===== config.mk =====
export PLATFORM = sky130hd
export DESIGN_NAME = procTop
export DESIGN_NICKNAME = d
export VERILOG_FILES = /design/src/source/procPkg.sv /design/src/source/procTop.sv /design/src/source/controlUnit.sv /design/src/source/accumulatorAlu.sv /design/src/source/registerBank.sv
export VERILOG_INCLUDE_DIRS = /design/src /design/src/source
export SDC_FILE = /design/constraint.sdc
export NUM_CORES = 1
export LEC_CHECK = 0
export BUFFER_PORTS_ARGS = -buffer_cell sky130_fd_sc_hd__buf_2
export CORE_ASPECT_RATIO = 2
export CORE_UTILIZATION = 58
export CTS_BUF_LIST = sky130_fd_sc_hd__clkbuf_2
export CTS_CLUSTER_DIAMETER = 50
export DETAILED_ROUTE_END_ITERATION = 10
export GPL_ROUTABILITY_DRIVEN = 0
export PLACE_DENSITY = 0.83
export SYNTH_ARGS = -nofsm -noshare
export SYNTH_HDL_FRONTEND = slang
export SYNTH_SLANG_ARGS = --single-unit

===== constraint.sdc =====
create_clock -name CLK -period 4.79 [get_ports CLK]
set_input_delay 1.1975 -clock CLK [delete_from_list [all_inputs] [get_ports CLK]]
set_output_delay 1.1975 -clock CLK [all_outputs]
set_load 0.02 [all_outputs]

===== src/source/proc_defines.svh =====
`ifndef PROC_DEFINES_SVH
`define PROC_DEFINES_SVH

// Datapath and address width
`define DATA_W 8

// Strobe vector covers the bus registers plus the PC
`define REG_COUNT 14

// Strobe bit of each register, also its bus code
`define RO_GSP  0
`define RO_RP   1
`define RO_CP   2
`define RO_STP  3
`define RO_CID  4
`define RO_EOPC 5
`define RO_MC   6
`define RO_MV   7
`define RO_WV   8
`define RO_MULR 9
`define RO_ADDR 10
`define RO_AC   11
`define RO_IR   12
`define RO_PC   13

// Fetch starts here
`define PC_RESET 8'h00

`endif

===== src/source/procPkg.sv =====
`include "proc_defines.svh"

package procPkg;

  // Top nibble of the instruction byte
  typedef enum logic [3:0] {
    OP_NOP  = 4'h0,
    OP_LD   = 4'h1,
    OP_ST   = 4'h2,
    OP_ADD  = 4'h3,
    OP_SUB  = 4'h4,
    OP_AND  = 4'h5,
    OP_XOR  = 4'h6,
    OP_LDA  = 4'h7,
    OP_MOVA = 4'h8,
    OP_INC  = 4'h9,
    OP_CLR  = 4'hA,
    OP_SHL  = 4'hB,
    OP_JMP  = 4'hC,
    OP_JEQC = 4'hD,
    OP_JNEM = 4'hE,
    OP_HALT = 4'hF
  } opcode_t;

  // Bottom nibble, same order as the strobe bits; 13 to 15 are invalid
  typedef enum logic [3:0] {
    REG_GSP  = 4'(`RO_GSP),
    REG_RP   = 4'(`RO_RP),
    REG_CP   = 4'(`RO_CP),
    REG_STP  = 4'(`RO_STP),
    REG_CID  = 4'(`RO_CID),
    REG_EOPC = 4'(`RO_EOPC),
    REG_MC   = 4'(`RO_MC),
    REG_MV   = 4'(`RO_MV),
    REG_WV   = 4'(`RO_WV),
    REG_MULR = 4'(`RO_MULR),
    REG_ADDR = 4'(`RO_ADDR),
    REG_AC   = 4'(`RO_AC),
    REG_IR   = 4'(`RO_IR)
  } regCode_t;

  typedef enum logic [2:0] {
    ALU_PASS = 3'd0,
    ALU_ADD  = 3'd1,
    ALU_SUB  = 3'd2,
    ALU_AND  = 3'd3,
    ALU_XOR  = 3'd4,
    ALU_SHL  = 3'd5
  } aluOp_t;

  // Source of the data memory address
  typedef enum logic [1:0] {
    PTR_GSP = 2'd0,
    PTR_RP  = 2'd1,
    PTR_CP  = 2'd2,
    PTR_STP = 2'd3
  } ptrSel_t;

  typedef enum logic [2:0] {
    ST_RESET   = 3'd0,
    ST_FETCH   = 3'd1,
    ST_EXEC    = 3'd2,
    ST_JTARGET = 3'd3,
    ST_JLOAD   = 3'd4,
    ST_HALTED  = 3'd5
  } ctrlState_t;

endpackage


===== src/source/procTop.sv =====
`timescale 1ns/1ps
`include "proc_defines.svh"

module procTop import procPkg::*; (
  input  logic               CLK,
  input  logic               arstN,
  output logic [`DATA_W-1:0] iAddress,
  input  logic [`DATA_W-1:0] iDin,
  output logic [`DATA_W-1:0] dAddress,
  input  logic [`DATA_W-1:0] dDin,
  output logic [`DATA_W-1:0] dDout,
  output logic               memCtrl,
  output logic               halted
);

  logic [`REG_COUNT-1:0] wrEn;
  logic [`REG_COUNT-1:0] clrEn;
  logic [`REG_COUNT-1:0] incEn;
  logic                  irLoad;
  logic                  busFromData;
  regCode_t              busSel;
  ptrSel_t               ptrSel;
  aluOp_t                aluOp;
  logic [`DATA_W-1:0]    bus;
  logic [`DATA_W-1:0]    ir;
  logic [`DATA_W-1:0]    acValue;
  logic                  z1;
  logic                  z2;

  // Store data is whatever the bus carries
  assign dDout = bus;

  registerBank regBank (
    .CLK         (CLK),
    .arstN       (arstN),
    .wrEn        (wrEn),
    .clrEn       (clrEn),
    .incEn       (incEn),
    .irLoad      (irLoad),
    .busSel      (busSel),
    .busFromData (busFromData),
    .ptrSel      (ptrSel),
    .iDin        (iDin),
    .dDin        (dDin),
    .acValue     (acValue),
    .bus         (bus),
    .ir          (ir),
    .pc          (iAddress),
    .dAddress    (dAddress),
    .z1          (z1),
    .z2          (z2)
  );

  accumulatorAlu acAlu (
    .CLK     (CLK),
    .arstN   (arstN),
    .wrEn    (wrEn[`RO_AC]),
    .clrEn   (clrEn[`RO_AC]),
    .incEn   (incEn[`RO_AC]),
    .aluOp   (aluOp),
    .bus     (bus),
    .acValue (acValue)
  );

  controlUnit ctrl (
    .CLK         (CLK),
    .arstN       (arstN),
    .ir          (ir),
    .z1          (z1),
    .z2          (z2),
    .wrEn        (wrEn),
    .clrEn       (clrEn),
    .incEn       (incEn),
    .irLoad      (irLoad),
    .busSel      (busSel),
    .busFromData (busFromData),
    .ptrSel      (ptrSel),
    .aluOp       (aluOp),
    .memCtrl     (memCtrl),
    .halted      (halted)
  );

endmodule


===== src/source/controlUnit.sv =====
`timescale 1ns/1ps
`include "proc_defines.svh"

module controlUnit import procPkg::*; (
  input  logic                  CLK,
  input  logic                  arstN,
  input  logic [`DATA_W-1:0]    ir,
  input  logic                  z1,
  input  logic                  z2,
  output logic [`REG_COUNT-1:0] wrEn,
  output logic [`REG_COUNT-1:0] clrEn,
  output logic [`REG_COUNT-1:0] incEn,
  output logic                  irLoad,
  output regCode_t              busSel,
  output logic                  busFromData,
  output ptrSel_t               ptrSel,
  output aluOp_t                aluOp,
  output logic                  memCtrl,
  output logic                  halted
);

  ctrlState_t state;
  ctrlState_t nextState;
  opcode_t    opcode;
  regCode_t   regCode;
  logic       regValid;
  logic       jumpCond;
  logic       takeJump;

  assign opcode   = opcode_t'(ir[7:4]);
  assign regCode  = regCode_t'(ir[3:0]);
  assign regValid = (ir[3:0] <= 4'(`RO_IR));
  assign halted   = (state == ST_HALTED);

  // Flags are stable from EXEC on, so decide the jump there
  always_comb begin
    case (opcode)
      OP_JMP:  jumpCond = 1'b1;
      OP_JEQC: jumpCond = z1;
      OP_JNEM: jumpCond = !z2;
      default: jumpCond = 1'b0;
    endcase
  end

  always_ff @(posedge CLK or negedge arstN) begin
    if (!arstN) begin
      state    <= ST_RESET;
      takeJump <= 1'b0;
    end else begin
      state <= nextState;
      if (state == ST_EXEC) begin
        takeJump <= jumpCond;
      end
    end
  end

  always_comb begin
    nextState   = state;
    wrEn        = '0;
    clrEn       = '0;
    incEn       = '0;
    irLoad      = 1'b0;
    busSel      = regCode;
    busFromData = 1'b0;
    ptrSel      = PTR_GSP;
    aluOp       = ALU_PASS;
    memCtrl     = 1'b0;

    case (state)
      ST_RESET: nextState = ST_FETCH;
      ST_FETCH: begin
        irLoad             = 1'b1;
        incEn[`RO_PC]      = 1'b1;
        nextState          = ST_EXEC;
      end
      ST_EXEC: begin
        nextState = ST_FETCH;
        case (opcode)
          OP_LD: begin
            busFromData = 1'b1;
            ptrSel      = PTR_RP;
            if (regValid) begin
              wrEn[regCode] = 1'b1;
            end
          end
          OP_ST: begin
            ptrSel  = PTR_CP;
            memCtrl = regValid;
          end
          OP_ADD, OP_SUB, OP_AND, OP_XOR, OP_LDA: begin
            case (opcode)
              OP_ADD:  aluOp = ALU_ADD;
              OP_SUB:  aluOp = ALU_SUB;
              OP_AND:  aluOp = ALU_AND;
              OP_XOR:  aluOp = ALU_XOR;
              default: aluOp = ALU_PASS;
            endcase
            wrEn[`RO_AC] = regValid;
          end
          OP_MOVA: begin
            busSel = REG_AC;
            if (regValid) begin
              wrEn[regCode] = 1'b1;
            end
          end
          OP_INC: begin
            if (regValid) begin
              incEn[regCode] = 1'b1;
            end
          end
          OP_CLR: begin
            if (regValid) begin
              clrEn[regCode] = 1'b1;
            end
          end
          OP_SHL: begin
            aluOp        = ALU_SHL;
            wrEn[`RO_AC] = 1'b1;
          end
          OP_JMP, OP_JEQC, OP_JNEM: nextState = ST_JTARGET;
          OP_HALT: nextState = ST_HALTED;
          default: ;
        endcase
      end
      ST_JTARGET: begin
        // Target byte goes into IR, PC steps past it either way
        irLoad        = 1'b1;
        incEn[`RO_PC] = 1'b1;
        nextState     = ST_JLOAD;
      end
      ST_JLOAD: begin
        wrEn[`RO_PC] = takeJump;
        nextState    = ST_FETCH;
      end
      default: nextState = ST_HALTED;
    endcase
  end

  memOnlyInExec: assert property (
    @(posedge CLK) disable iff (!arstN)
    memCtrl |-> (state == ST_EXEC)
  ) else $error("memory write outside EXEC");

  quietWhenHalted: assert property (
    @(posedge CLK) disable iff (!arstN)
    halted |-> (wrEn == '0 && clrEn == '0 && incEn == '0 && !irLoad && !memCtrl)
  ) else $error("strobe active after HALT");

endmodule


===== src/source/accumulatorAlu.sv =====
`timescale 1ns/1ps
`include "proc_defines.svh"

module accumulatorAlu import procPkg::*; (
  input  logic               CLK,
  input  logic               arstN,
  input  logic               wrEn,
  input  logic               clrEn,
  input  logic               incEn,
  input  aluOp_t             aluOp,
  input  logic [`DATA_W-1:0] bus,
  output logic [`DATA_W-1:0] acValue
);

  logic [`DATA_W-1:0] aluResult;

  // All results wrap modulo 256
  always_comb begin
    case (aluOp)
      ALU_PASS: aluResult = bus;
      ALU_ADD:  aluResult = acValue + bus;
      ALU_SUB:  aluResult = acValue - bus;
      ALU_AND:  aluResult = acValue & bus;
      ALU_XOR:  aluResult = acValue ^ bus;
      ALU_SHL:  aluResult = {acValue[`DATA_W-2:0], 1'b0};
      default:  aluResult = bus;
    endcase
  end

  always_ff @(posedge CLK or negedge arstN) begin
    if (!arstN) begin
      acValue <= '0;
    end else if (clrEn) begin
      acValue <= '0;
    end else if (wrEn) begin
      acValue <= aluResult;
    end else if (incEn) begin
      acValue <= acValue + 1'b1;
    end
  end

  // Control unit only issues the six defined operations
  aluOpDefined: assert property (
    @(posedge CLK) disable iff (!arstN)
    wrEn |-> (aluOp inside {ALU_PASS, ALU_ADD, ALU_SUB, ALU_AND, ALU_XOR, ALU_SHL})
  ) else $error("undefined ALU operation on accumulator write");

endmodule


===== src/source/registerBank.sv =====
`timescale 1ns/1ps
`include "proc_defines.svh"

module registerBank import procPkg::*; (
  input  logic                  CLK,
  input  logic                  arstN,
  input  logic [`REG_COUNT-1:0] wrEn,
  input  logic [`REG_COUNT-1:0] clrEn,
  input  logic [`REG_COUNT-1:0] incEn,
  input  logic                  irLoad,
  input  regCode_t              busSel,
  input  logic                  busFromData,
  input  ptrSel_t               ptrSel,
  input  logic [`DATA_W-1:0]    iDin,
  input  logic [`DATA_W-1:0]    dDin,
  input  logic [`DATA_W-1:0]    acValue,
  output logic [`DATA_W-1:0]    bus,
  output logic [`DATA_W-1:0]    ir,
  output logic [`DATA_W-1:0]    pc,
  output logic [`DATA_W-1:0]    dAddress,
  output logic                  z1,
  output logic                  z2
);

  // GSP through ADDR; AC lives in the ALU
  logic [`DATA_W-1:0] regFile [0:`RO_ADDR];

  // Clear wins over write, write over increment
  always_ff @(posedge CLK or negedge arstN) begin
    if (!arstN) begin
      for (int i = 0; i <= `RO_ADDR; i++) begin
        regFile[i] <= '0;
      end
    end else begin
      for (int i = 0; i <= `RO_ADDR; i++) begin
        if (clrEn[i]) begin
          regFile[i] <= '0;
        end else if (wrEn[i]) begin
          regFile[i] <= bus;
        end else if (incEn[i]) begin
          regFile[i] <= regFile[i] + 1'b1;
        end
      end
    end
  end

  // Strobes on IR only matter until the next fetch overwrites it
  always_ff @(posedge CLK or negedge arstN) begin
    if (!arstN) begin
      ir <= '0;
    end else if (irLoad) begin
      ir <= iDin;
    end else if (clrEn[`RO_IR]) begin
      ir <= '0;
    end else if (wrEn[`RO_IR]) begin
      ir <= bus;
    end else if (incEn[`RO_IR]) begin
      ir <= ir + 1'b1;
    end
  end

  // Jump target comes from IR, not from the bus
  always_ff @(posedge CLK or negedge arstN) begin
    if (!arstN) begin
      pc <= `PC_RESET;
    end else if (clrEn[`RO_PC]) begin
      pc <= `PC_RESET;
    end else if (wrEn[`RO_PC]) begin
      pc <= ir;
    end else if (incEn[`RO_PC]) begin
      pc <= pc + 1'b1;
    end
  end

  always_comb begin
    bus = '0;
    if (busFromData) begin
      bus = dDin;
    end else begin
      case (busSel)
        REG_AC: bus = acValue;
        REG_IR: bus = ir;
        default: begin
          // Codes past ADDR read as zero
          if (4'(busSel) <= 4'(`RO_ADDR)) begin
            bus = regFile[busSel];
          end
        end
      endcase
    end
  end

  always_comb begin
    case (ptrSel)
      PTR_GSP: dAddress = regFile[`RO_GSP];
      PTR_RP:  dAddress = regFile[`RO_RP];
      PTR_CP:  dAddress = regFile[`RO_CP];
      default: dAddress = regFile[`RO_STP];
    endcase
  end

  assign z1 = (regFile[`RO_CID] == regFile[`RO_EOPC]);
  assign z2 = (regFile[`RO_MC] == regFile[`RO_MV]);

  // Decoder must never ask one register for a load and a count together
  wrIncExclusive: assert property (
    @(posedge CLK) disable iff (!arstN)
    (wrEn & incEn) == '0
  ) else $error("write and increment on the same register");

endmodule


==> impl_metrics.env, run 1 <==
export IMPL_synth_edf_count=0
export IMPL_synthArstFlopShare=1.00
export IMPL_drtAntennaViolNets=0
export IMPL_endpoint_kind="output pin"
export IMPL_ys_warn_count=0
export IMPL_start_util=0.595
export IMPL_finClkSkew_ns=0.0437
export IMPL_fmax_mhz=215
export IMPL_cts_root_buffer="clkbuf_2"
export IMPL_grt_overflow=0
export IMPL_path_max_fanout=16
export IMPL_drive_above_1_share=0.133
export IMPL_portBuffers=43
export IMPL_core_area_sq_mm=0.0159
export IMPL_dr_max_layer_used="met4"
export IMPL_critPathKind="reg2out"
export IMPL_path_common_cell="buf_4"
export IMPL_grt_pass1_vias=10191
export IMPL_fin_tns_setup_ns=0
export IMPL_die_area_sq_mm=0.0168
export IMPL_synth_area_sq_mm=0.00943
export IMPL_grt_start_max_net_pins=64
export IMPL_met2WireLength_um=16800
export IMPL_violations="DRC"
export IMPL_cts_made_buffers=17
export IMPL_io_pins=44
export IMPL_hold_viol=0
export IMPL_fin_util=0.654
export IMPL_grt_pass1_wl_um=55100
export IMPL_ctsHoldBuffers=0
export IMPL_met1_length_um=11300
export IMPL_status="complete, but fails checks"
export IMPL_areaGrowthSynthToFinish_pct=9.99
export IMPL_fillCellCount=1375
export IMPL_synthTopCellsByArea="dfrtp_1, o21ai_0, a21oi_1"
export IMPL_yosysTopAreaCell="dfrtp_1"
export IMPL_syn_num_nets=1256
export IMPL_dp_cells=1432
export IMPL_instances_no_fill=1469
export IMPL_clock_latency_ns=0.77
export IMPL_final_nets=1306
export IMPL_dr_pass1_iters=11
export IMPL_ys_ff_latch=116
export IMPL_htreeDepth=4
export IMPL_powerDensity_mw_per_mm2=782
export IMPL_vdd_drop_max_mv=0.410
export IMPL_cp_arrival_ns=3.45
export IMPL_synthFlopType="dfrtp_1"
export IMPL_wl_met3_um=4010
export IMPL_maxSlewHeadroom=0.215
export IMPL_layout_commonest_cell="o21ai_0"
export IMPL_seq_area_frac_synth=0.308
export IMPL_final_cell_mix="o21ai_0, nand2_1, dfrtp_1"
export IMPL_fp_row_count=65
export IMPL_dpl_hpwl_um=24900
export IMPL_vias=10454
export IMPL_maxCapViolations=0
export IMPL_period_needed_ns=4.65
export IMPL_period_share=0.971
export IMPL_cts_sinks=116
export IMPL_grt_use_total=0.438
export IMPL_route_detailed_wl_per_inst_um=24.2
export IMPL_synth_top_area_frac=0.308
export IMPL_setup_viol=0
export IMPL_place_ws_ns=0.212
export IMPL_max_stage_delay_ns=0.48
export IMPL_maxSlewViolCount=0
export IMPL_syn_inst=1204
export IMPL_worst_pin_slew_ns=1.17
export IMPL_fin_ws_ns=0.138
export IMPL_synth_avg_cell_area_sq_um=7.83
export IMPL_path_cells="or3b_4 > buf_4 > o21ai_1 > buf_4 > a22oi_1 > o22ai_1 > a221o_1 > buf_4 > buf_2"
export IMPL_drt_total_wl_um=35600
export IMPL_viasPerCell=7.12
export IMPL_crit_slowest_cell="dfrtp_1"
export IMPL_drt_iter0_markers=1164
export IMPL_cp_required_ns=3.59
export IMPL_cts_path_max_buffers=2
export IMPL_startpoint_type="flop"
export IMPL_fp_dieW_um=92.2
export IMPL_cts_tree="built"
export IMPL_hold_class="in2async"
export IMPL_clkSlewWorstSetupHoldPaths_ns=0.20
export IMPL_leakage_nw=4.20
export IMPL_antenna_found_initial=1
export IMPL_dieHeight_um=182
export IMPL_remaining_drc_errors=4
export IMPL_ys_types=68
[report_power, final]
part,internal [mW],leakage [nW],switching [mW]
Sequential,1.29,1.20,0.627
Combinational,2.10,2.85,3.40
Clock,0.281,0.149,0.414
[per-layer routing]
layer | up-vias | GRT usage
met5 | - | 0
met4 | 0 | 0.376
met3 | 243 | 0.130
met2 | 766 | 0.703
met1 | 4894 | 0.463
li1 | 4551 | -
[Yosys cell counts, drive strengths merged, types with 5 or more instances]
library cell / number
a21o: 13
a21oi: 105
a221o: 8
a221oi: 14
a22oi: 16
a31oi: 6
and3: 58
buf: 22
clkbuf: 45
dfrtp: 116
ha: 33
inv: 26
mux2: 6
mux2i: 24
mux4: 8
nand2: 132
nand2b: 5
nand3: 54
nand3b: 6
nand4: 5
nor2: 107
nor2b: 13
nor3: 36
nor3b: 34
nor4: 7
o211ai: 7
o21ai: 169
o221ai: 11
o22ai: 9
o31ai: 5
xnor2: 27
xor2: 17
[state kept, by name, summed over array words and instances, names as in the netlist]
signal	count
acAlu.acValue	8
ctrl.state	3
ctrl.takeJump	1
regBank.ir	8
regBank.pc	8
regBank.regFile	88
[worst max-delay path, delay by kind of cell (launching register included)]
family | cells | cell delay, ns
and+or+nand+nor | 1 | 0.40
DFF | 1 | 0.48
AOI/OAI and AO/OA | 4 | 0.80
buffers and inverters | 4 | 0.98
[layout make-up]
| type | instances | area, sq um | area share |
|---|---|---|---|
| multi-input cells | 995 | 6210 | 0.599 |
| flip-flops and latches | 116 | 2910 | 0.281 |
| repair buffers | 98 | 669 | 0.0645 |
| well taps | 201 | 251 | 0.0242 |
| clock inverters | 14 | 143 | 0.0138 |
| inverters | 26 | 97.6 | 0.00941 |
| clock buffers | 18 | 90.1 | 0.00869 |
| diodes | 1 | 2.50 | 0.000241 |
[logic make-up after synthesis]
group,share of synthesized area
compound gates,0.260
mux,0.0517
xor+xnor,0.0433
fa+ha+maj,0.0459
simple gates,0.252
flops,0.308
buf+inv,0.0393
[worst paths after layout]
check | to | start | slack (ns) | cells past startpoint
min reg2reg | ctrl.takeJump$_DFFE_PN0P_ | ctrl.takeJump$_DFFE_PN0P_ | 0.51 | 2
max | dDout[4] | ctrl.state[1]$_DFF_PN0_ | 0.14 | 9
max in group asynchronous | acAlu.acValue[6]$_DFFE_PN0P_ | arstN | 3.51 | 2
min in group CLK | ctrl.takeJump$_DFFE_PN0P_ | ctrl.takeJump$_DFFE_PN0P_ | 0.51 | 2
max reg2reg | acAlu.acValue[7]$_DFFE_PN0P_ | ctrl.state[1]$_DFF_PN0_ | 0.23 | 21
min | regBank.regFile[65]$_DFFE_PN0P_ | arstN | 0.47 | 1
[through the flow]
step	power [mW]	cell area, sq um	hold WS (ns)
floorplan	5.19	9430	0.443
global placement	6.83	10000	0.471
detailed placement	6.96	10000	0.472
CTS	7.65	10300	0.488
global route	8.53	10400	0.474
finish	8.12	10400	0.473
[repair_timing]
| action | 4_1_cts | 5_1_grt |
|---|---|---|
| pin swaps | 0 | 1 |
| setup buffers | 0 | 4 |
| resized for setup | 1 | 15 |
| endpoints found under the setup margin | 1 | 6 |
No activity file was read; power rests on OpenSTA's default activity.
==> run 2: changes to the inputs <==
CORE_ASPECT_RATIO = unset   (was 2)
==> run 2 against run 1 <==
Count of clock-buffer cells in the layout rose by 1. Clock skew fell by 0.0063 ns. Clock power rose by 13%. Largest power group unchanged. Die area fell by 0.19%. Non-clock buffer count fell by 8. Combinational power fell by 4.4%. Wire length fell by 12%. Global-route usage fell by 6.2 points. The run now ends clean. Register-to-register slack barely moved.
==> impl_metrics.env, run 2 (synthesized netlist as in run 1, its figures left out) <==
export IMPL_seqCellArea_sq_mm=0.00291
export IMPL_worst_pin_slew_ns=0.972
export IMPL_remaining_drc_errors=0
export IMPL_endpoint_kind="output pin"
export IMPL_grt_overflow=0
export IMPL_cts_sinks=116
export IMPL_startpoint_type="flop"
export IMPL_grt_pass1_vias=9104
export IMPL_hold_viol=0
export IMPL_final_nets=1298
export IMPL_leakage_nw=4.16
export IMPL_max_stage_delay_ns=0.53
export IMPL_fmax_mhz=213
export IMPL_die_area_sq_mm=0.0168
export IMPL_core_area_sq_mm=0.0159
export IMPL_dpl_hpwl_um=22200
export IMPL_ctsHoldBuffers=0
export IMPL_antenna_found_initial=1
export IMPL_reg2reg_slack_ns=0.22
export IMPL_path_common_cell="buf_4"
export IMPL_drt_total_wl_um=31300
export IMPL_powerDensity_mw_per_mm2=765
export IMPL_hold_class="in2async"
export IMPL_r2r_start="ctrl.state[2]$_DFF_PN0_"
export IMPL_vias=10296
export IMPL_io_pins=44
export IMPL_clock_latency_ns=0.74
export IMPL_rsz0062_at_grt="false"
export IMPL_htreeDepth=4
export IMPL_top_register="regBank.regFile"
export IMPL_dp_cells=1441
export IMPL_areaGrowthSynthToFinish_pct=9.42
export IMPL_timing_rr_end="acAlu.acValue[7]$_DFFE_PN0P_"
export IMPL_cts_path_max_buffers=2
export IMPL_clkSlewWorstSetupHoldPaths_ns=0.20
export IMPL_fin_hold_ws_ns=0.501
export IMPL_finalPower_mw=7.89
export IMPL_post_dp_cell_area_sq_mm=0.00999
export IMPL_route_detailed_wl_per_inst_um=21.2
export IMPL_fin_ws_ns=0.0890
export IMPL_maxSlewHeadroom=0.352
export IMPL_fin_util=0.650
export IMPL_multi_input_area_sq_mm=0.00619
export IMPL_setup_viol=0
export IMPL_cp_arrival_ns=3.50
export IMPL_maxSlewViolCount=0
export IMPL_cts_made_buffers=17
export IMPL_cts_root_buffer="clkbuf_2"
export IMPL_largest_reg_flops=88
export IMPL_grt_start_max_net_pins=61
export IMPL_fp_row_count=46
export IMPL_cp_required_ns=3.59
export IMPL_fp_dieW_um=130
export IMPL_fin_tns_setup_ns=0
export IMPL_fin_area_sq_mm=0.0103
export IMPL_layout_commonest_cell="o21ai_0"
export IMPL_grt_use_total=0.376
export IMPL_finClkSkew_ns=0.0375
export IMPL_r2r_cells=21
export IMPL_drtAntennaViolNets=0
export IMPL_place_ws_ns=0.0446
export IMPL_instances_no_fill=1475
export IMPL_start_util=0.594
export IMPL_dr_pass1_iters=9
export IMPL_drt_iter0_markers=1436
export IMPL_maxCapViolations=0
export IMPL_vdd_drop_max_mv=0.366
export IMPL_fillCellCount=1367
export IMPL_viasPerCell=6.98
export IMPL_period_needed_ns=4.70
export IMPL_final_cell_mix="o21ai_0, nand2_1, dfrtp_1"
export IMPL_period_share=0.981
export IMPL_critPathKind="reg2out"
export IMPL_crit_slowest_cell="dfrtp_1"
export IMPL_cts_tree="built"
export IMPL_path_max_fanout=19
export IMPL_drive_above_1_share=0.124
export IMPL_grt_pass1_wl_um=48300
export IMPL_dieHeight_um=130
export IMPL_portBuffers=43
export IMPL_status="completed"
export IMPL_path_cells="buf_4 > buf_4 > mux2i_1 > nor2_1 > o21ai_0 > o221ai_1 > a221o_1 > buf_4 > buf_2"
==> run 2: cell types whose count changed in the layout (fill, tap and decap cells not counted), sizes merged <==
cell / previous run / this run
buf: 97 / 90
bufinv: 3 / 5
clkinv: 11 / 6
clkinvlp: 0 / 1
==> run 2: worst max path at each step <==
stage                                         start                      endpoint  slack, ns  depth (start not counted)
after CTS                   ctrl.state[1]$_DFF_PN0_                      dDout[7]       0.04                          7
after detailed placement    ctrl.state[1]$_DFF_PN0_  acAlu.acValue[7]$_DFFE_PN0P_       0.04                         21
final                     regBank.ir[2]$_DFFE_PN0P_                      dDout[3]       0.09                          9
after global routing      regBank.ir[2]$_DFFE_PN0P_                      dDout[3]      0.006                          9
after global placement      ctrl.state[1]$_DFF_PN0_  acAlu.acValue[7]$_DFFE_PN0P_       0.27                         21
after floorplan             ctrl.state[0]$_DFF_PN0_  acAlu.acValue[7]$_DFFE_PN0P_       0.45                         22
==> run 2: critical path, delay by kind of cell, from the launching register on <==
family / cells / cell delay [ns]
buf+inv: 4 / 0.99
flops: 1 / 0.53
mux: 1 / 0.33
simple gates: 1 / 0.07
compound gates: 3 / 0.85
==> run 2: cell type report <==
| cell class | instances | area share |
|---|---|---|
| sequential | 116 | 0.282 |
| timing repair buffer | 90 | 0.0553 |
| clock inverter | 12 | 0.0181 |
| clock buffer | 19 | 0.00922 |
| tap | 216 | 0.0262 |
| antenna | 1 | 0.000243 |
| inverter | 26 | 0.00946 |
| multi-input combinational | 995 | 0.600 |
==> run 2: power by group <==
group	internal [mW]	switching, mW	leakage [nW]	total, mW
Sequential	1.29	0.555	1.20	1.84
Clock	0.390	0.398	0.164	0.788
Combinational	2.04	3.22	2.80	5.26
==> run 2: per-layer routing <==
| layer | up-vias | track usage | wire, um |
|---|---|---|---|
| li1 | 4539 | - | - |
| met4 | 0 | 0.231 | 2080 |
| met1 | 4792 | 0.490 | 12000 |
| met3 | 189 | 0.0900 | 3580 |
| met2 | 776 | 0.565 | 13600 |
| met5 | - | 0 | 0 |
==> run 2: timing repair <==
| action | CTS | global route |
|---|---|---|
| pin swaps | 0 | 2 |
| gates cloned | 0 | 0 |
| gates resized for setup | 1 | 7 |
| buffers inserted | 0 | 2 |
| endpoints found under the setup margin | 1 | 5 |
==> run 3: changes to the inputs <==
clock period = 5.7 ns   (was 4.79 ns; I/O delays follow)
==> run 3 against run 2 <==
Design area is 2.8% lower. Sequential power decreased by 13%. Global-route usage down 1.1 points. Register-to-register slack better by 0.40 ns. Critical endpoint is now dDout[6].
==> impl_metrics.env, run 3 (synthesized netlist as in run 1, its figures left out) <==
export IMPL_grt_start_max_net_pins=61
export IMPL_grt_pass1_vias=8688
export IMPL_cts_made_buffers=17
export IMPL_remaining_drc_errors=0
export IMPL_largest_reg_flops=88
export IMPL_final_nets=1279
export IMPL_io_pins=44
export IMPL_post_dp_cell_area_sq_mm=0.00987
export IMPL_grt_pass1_wl_um=46900
export IMPL_timing_rr_end="acAlu.acValue[7]$_DFFE_PN0P_"
export IMPL_hold_path_endpoint="ctrl.takeJump$_DFFE_PN0P_"
export IMPL_fmax_mhz=193
export IMPL_worst_pin_slew_ns=0.992
export IMPL_final_cell_mix="o21ai_0, nand2_1, dfrtp_1"
export IMPL_critPathKind="reg2out"
export IMPL_finClkSkew_ns=0.0405
export IMPL_dr_pass1_iters=6
export IMPL_route_detailed_wl_per_inst_um=20.9
export IMPL_drtAntennaViolNets=0
export IMPL_maxCapViolations=0
export IMPL_r2r_start="regBank.ir[6]$_DFFE_PN0P_"
export IMPL_p_seq_frac=0.258
export IMPL_startpoint_type="flop"
export IMPL_fp_dieW_um=130
export IMPL_portBuffers=43
export IMPL_cts_path_max_buffers=2
export IMPL_dp_cells=1424
export IMPL_instances_no_fill=1455
export IMPL_leakage_nw=4.00
export IMPL_antenna_found_initial=1
export IMPL_start_util=0.594
export IMPL_hold_viol=0
export IMPL_endpoint_kind="output pin"
export IMPL_r2r_cells=21
export IMPL_status="completed"
export IMPL_power_switching_mw=3.42
export IMPL_reg2reg_slack_ns=0.62
export IMPL_grt_use_total=0.365
export IMPL_vdd_drop_max_mv=0.303
export IMPL_comb_power_share=0.668
export IMPL_grt_overflow=0
export IMPL_worstHoldStart="ctrl.takeJump$_DFFE_PN0P_"
export IMPL_drive_above_1_share=0.106
export IMPL_cts_root_buffer="clkbuf_2"
export IMPL_clkSlewWorstSetupHoldPaths_ns=0.20
export IMPL_fin_ws_ns=0.529
export IMPL_cp_required_ns=4.28
export IMPL_viasPerCell=6.92
export IMPL_internal_power_mw=2.80
export IMPL_maxSlewViolCount=0
export IMPL_place_ws_ns=0.724
export IMPL_layout_commonest_cell="o21ai_0"
export IMPL_rsz0062_at_grt="false"
export IMPL_period_needed_ns=5.17
export IMPL_vias=10068
export IMPL_sw_frac_of_total=0.549
export IMPL_finalPower_mw=6.22
export IMPL_drt_iter0_markers=1604
export IMPL_path_max_fanout=22
export IMPL_htreeDepth=4
export IMPL_drt_total_wl_um=30500
export IMPL_die_area_sq_mm=0.0168
export IMPL_hold_path_depth=2
export IMPL_core_area_sq_mm=0.0159
export IMPL_maxSlewHeadroom=0.339
export IMPL_fp_row_count=46
export IMPL_cts_sinks=116
export IMPL_post_cts_setup_buffers=0
export IMPL_ctsHoldBuffers=0
export IMPL_powerDensity_mw_per_mm2=620
export IMPL_top_register="regBank.regFile"
export IMPL_setup_viol=0
export IMPL_dieHeight_um=130
export IMPL_fin_area_sq_mm=0.0100
export IMPL_clock_latency_ns=0.80
export IMPL_period_share=0.907
export IMPL_dpl_hpwl_um=21500
export IMPL_power_frac_clock=0.074
export IMPL_fin_tns_setup_ns=0
export IMPL_areaGrowthSynthToFinish_pct=6.37
export IMPL_cts_tree="built"
export IMPL_cp_arrival_ns=3.75
export IMPL_cts_repair_resized=0
export IMPL_hold_class="reg2reg"
-- run 3: cell types whose count changed in the layout (fill, tap and decap cells not counted), sizes merged --
| cell | delta |
|---|---|
| clkinvlp | +3 |
| bufinv | -5 |
| buf | -19 |
| clkinv | +1 |
-- run 3: power groups by stage --
stage          registers (mW)  clock network [mW]  logic, mW
4_1_cts                  1.57               0.457       4.04
3_3_place_gp             1.58                   0       3.92
6_report                 1.60               0.460       4.16
2_1_floorplan            1.39                   0       2.97
3_5_place_dp             1.59                   0       4.02
5_1_grt                  1.63               0.490       4.49
-- run 3: layout make-up --
type	instances	area [sq um]
clock buffer	19	95.1
timing repair buffer	71	428
sequential	116	2900
antenna	1	2.50
inverter	26	97.6
fill	1427	5850
multi-input combinational	995	6170
clock inverter	11	66.3
tap	216	270
-- run 3: through the flow --
| stage | hold WS, ns | utilization |
|---|---|---|
| floorplan | 0.443 | - |
| global placement | 0.466 | 0.621 |
| detailed placement | 0.479 | 0.621 |
| CTS | 0.518 | 0.631 |
| global route | 0.550 | 0.631 |
| finish | 0.537 | 0.631 |
-- run 3: worst max-delay path by stage --
| stage | depth (start not counted) | startpoint | to |
|---|---|---|---|
| global route | 20 | regBank.ir[5]$_DFFE_PN0P_ | acAlu.acValue[7]$_DFFE_PN0P_ |
| floorplan | 22 | ctrl.state[0]$_DFF_PN0_ | acAlu.acValue[7]$_DFFE_PN0P_ |
| finish | 6 | regBank.ir[2]$_DFFE_PN0P_ | dDout[6] |
| detailed placement | 21 | regBank.ir[6]$_DFFE_PN0P_ | acAlu.acValue[7]$_DFFE_PN0P_ |
| CTS | 6 | regBank.ir[2]$_DFFE_PN0P_ | dDout[6] |
| global placement | 21 | regBank.ir[6]$_DFFE_PN0P_ | acAlu.acValue[7]$_DFFE_PN0P_ |
-- run 3: critical path, cell delays in order, from the launching register on --
cell and delay, ns:
dfrtp_1 0.99, nand2_1 0.39, nor3_1 0.36, a221o_1 0.22, a21oi_1 0.07, a31oi_2 0.62, buf_2 0.29
-- run 3: routing by layer --
layer | vias up | wire length, um | global-route usage
met5 | - | 0 | 0
li1 | 4500 | - | -
met1 | 4675 | 12000 | 0.494
met4 | 0 | 1730 | 0.201
met2 | 733 | 13200 | 0.547
met3 | 160 | 3550 | 0.0756
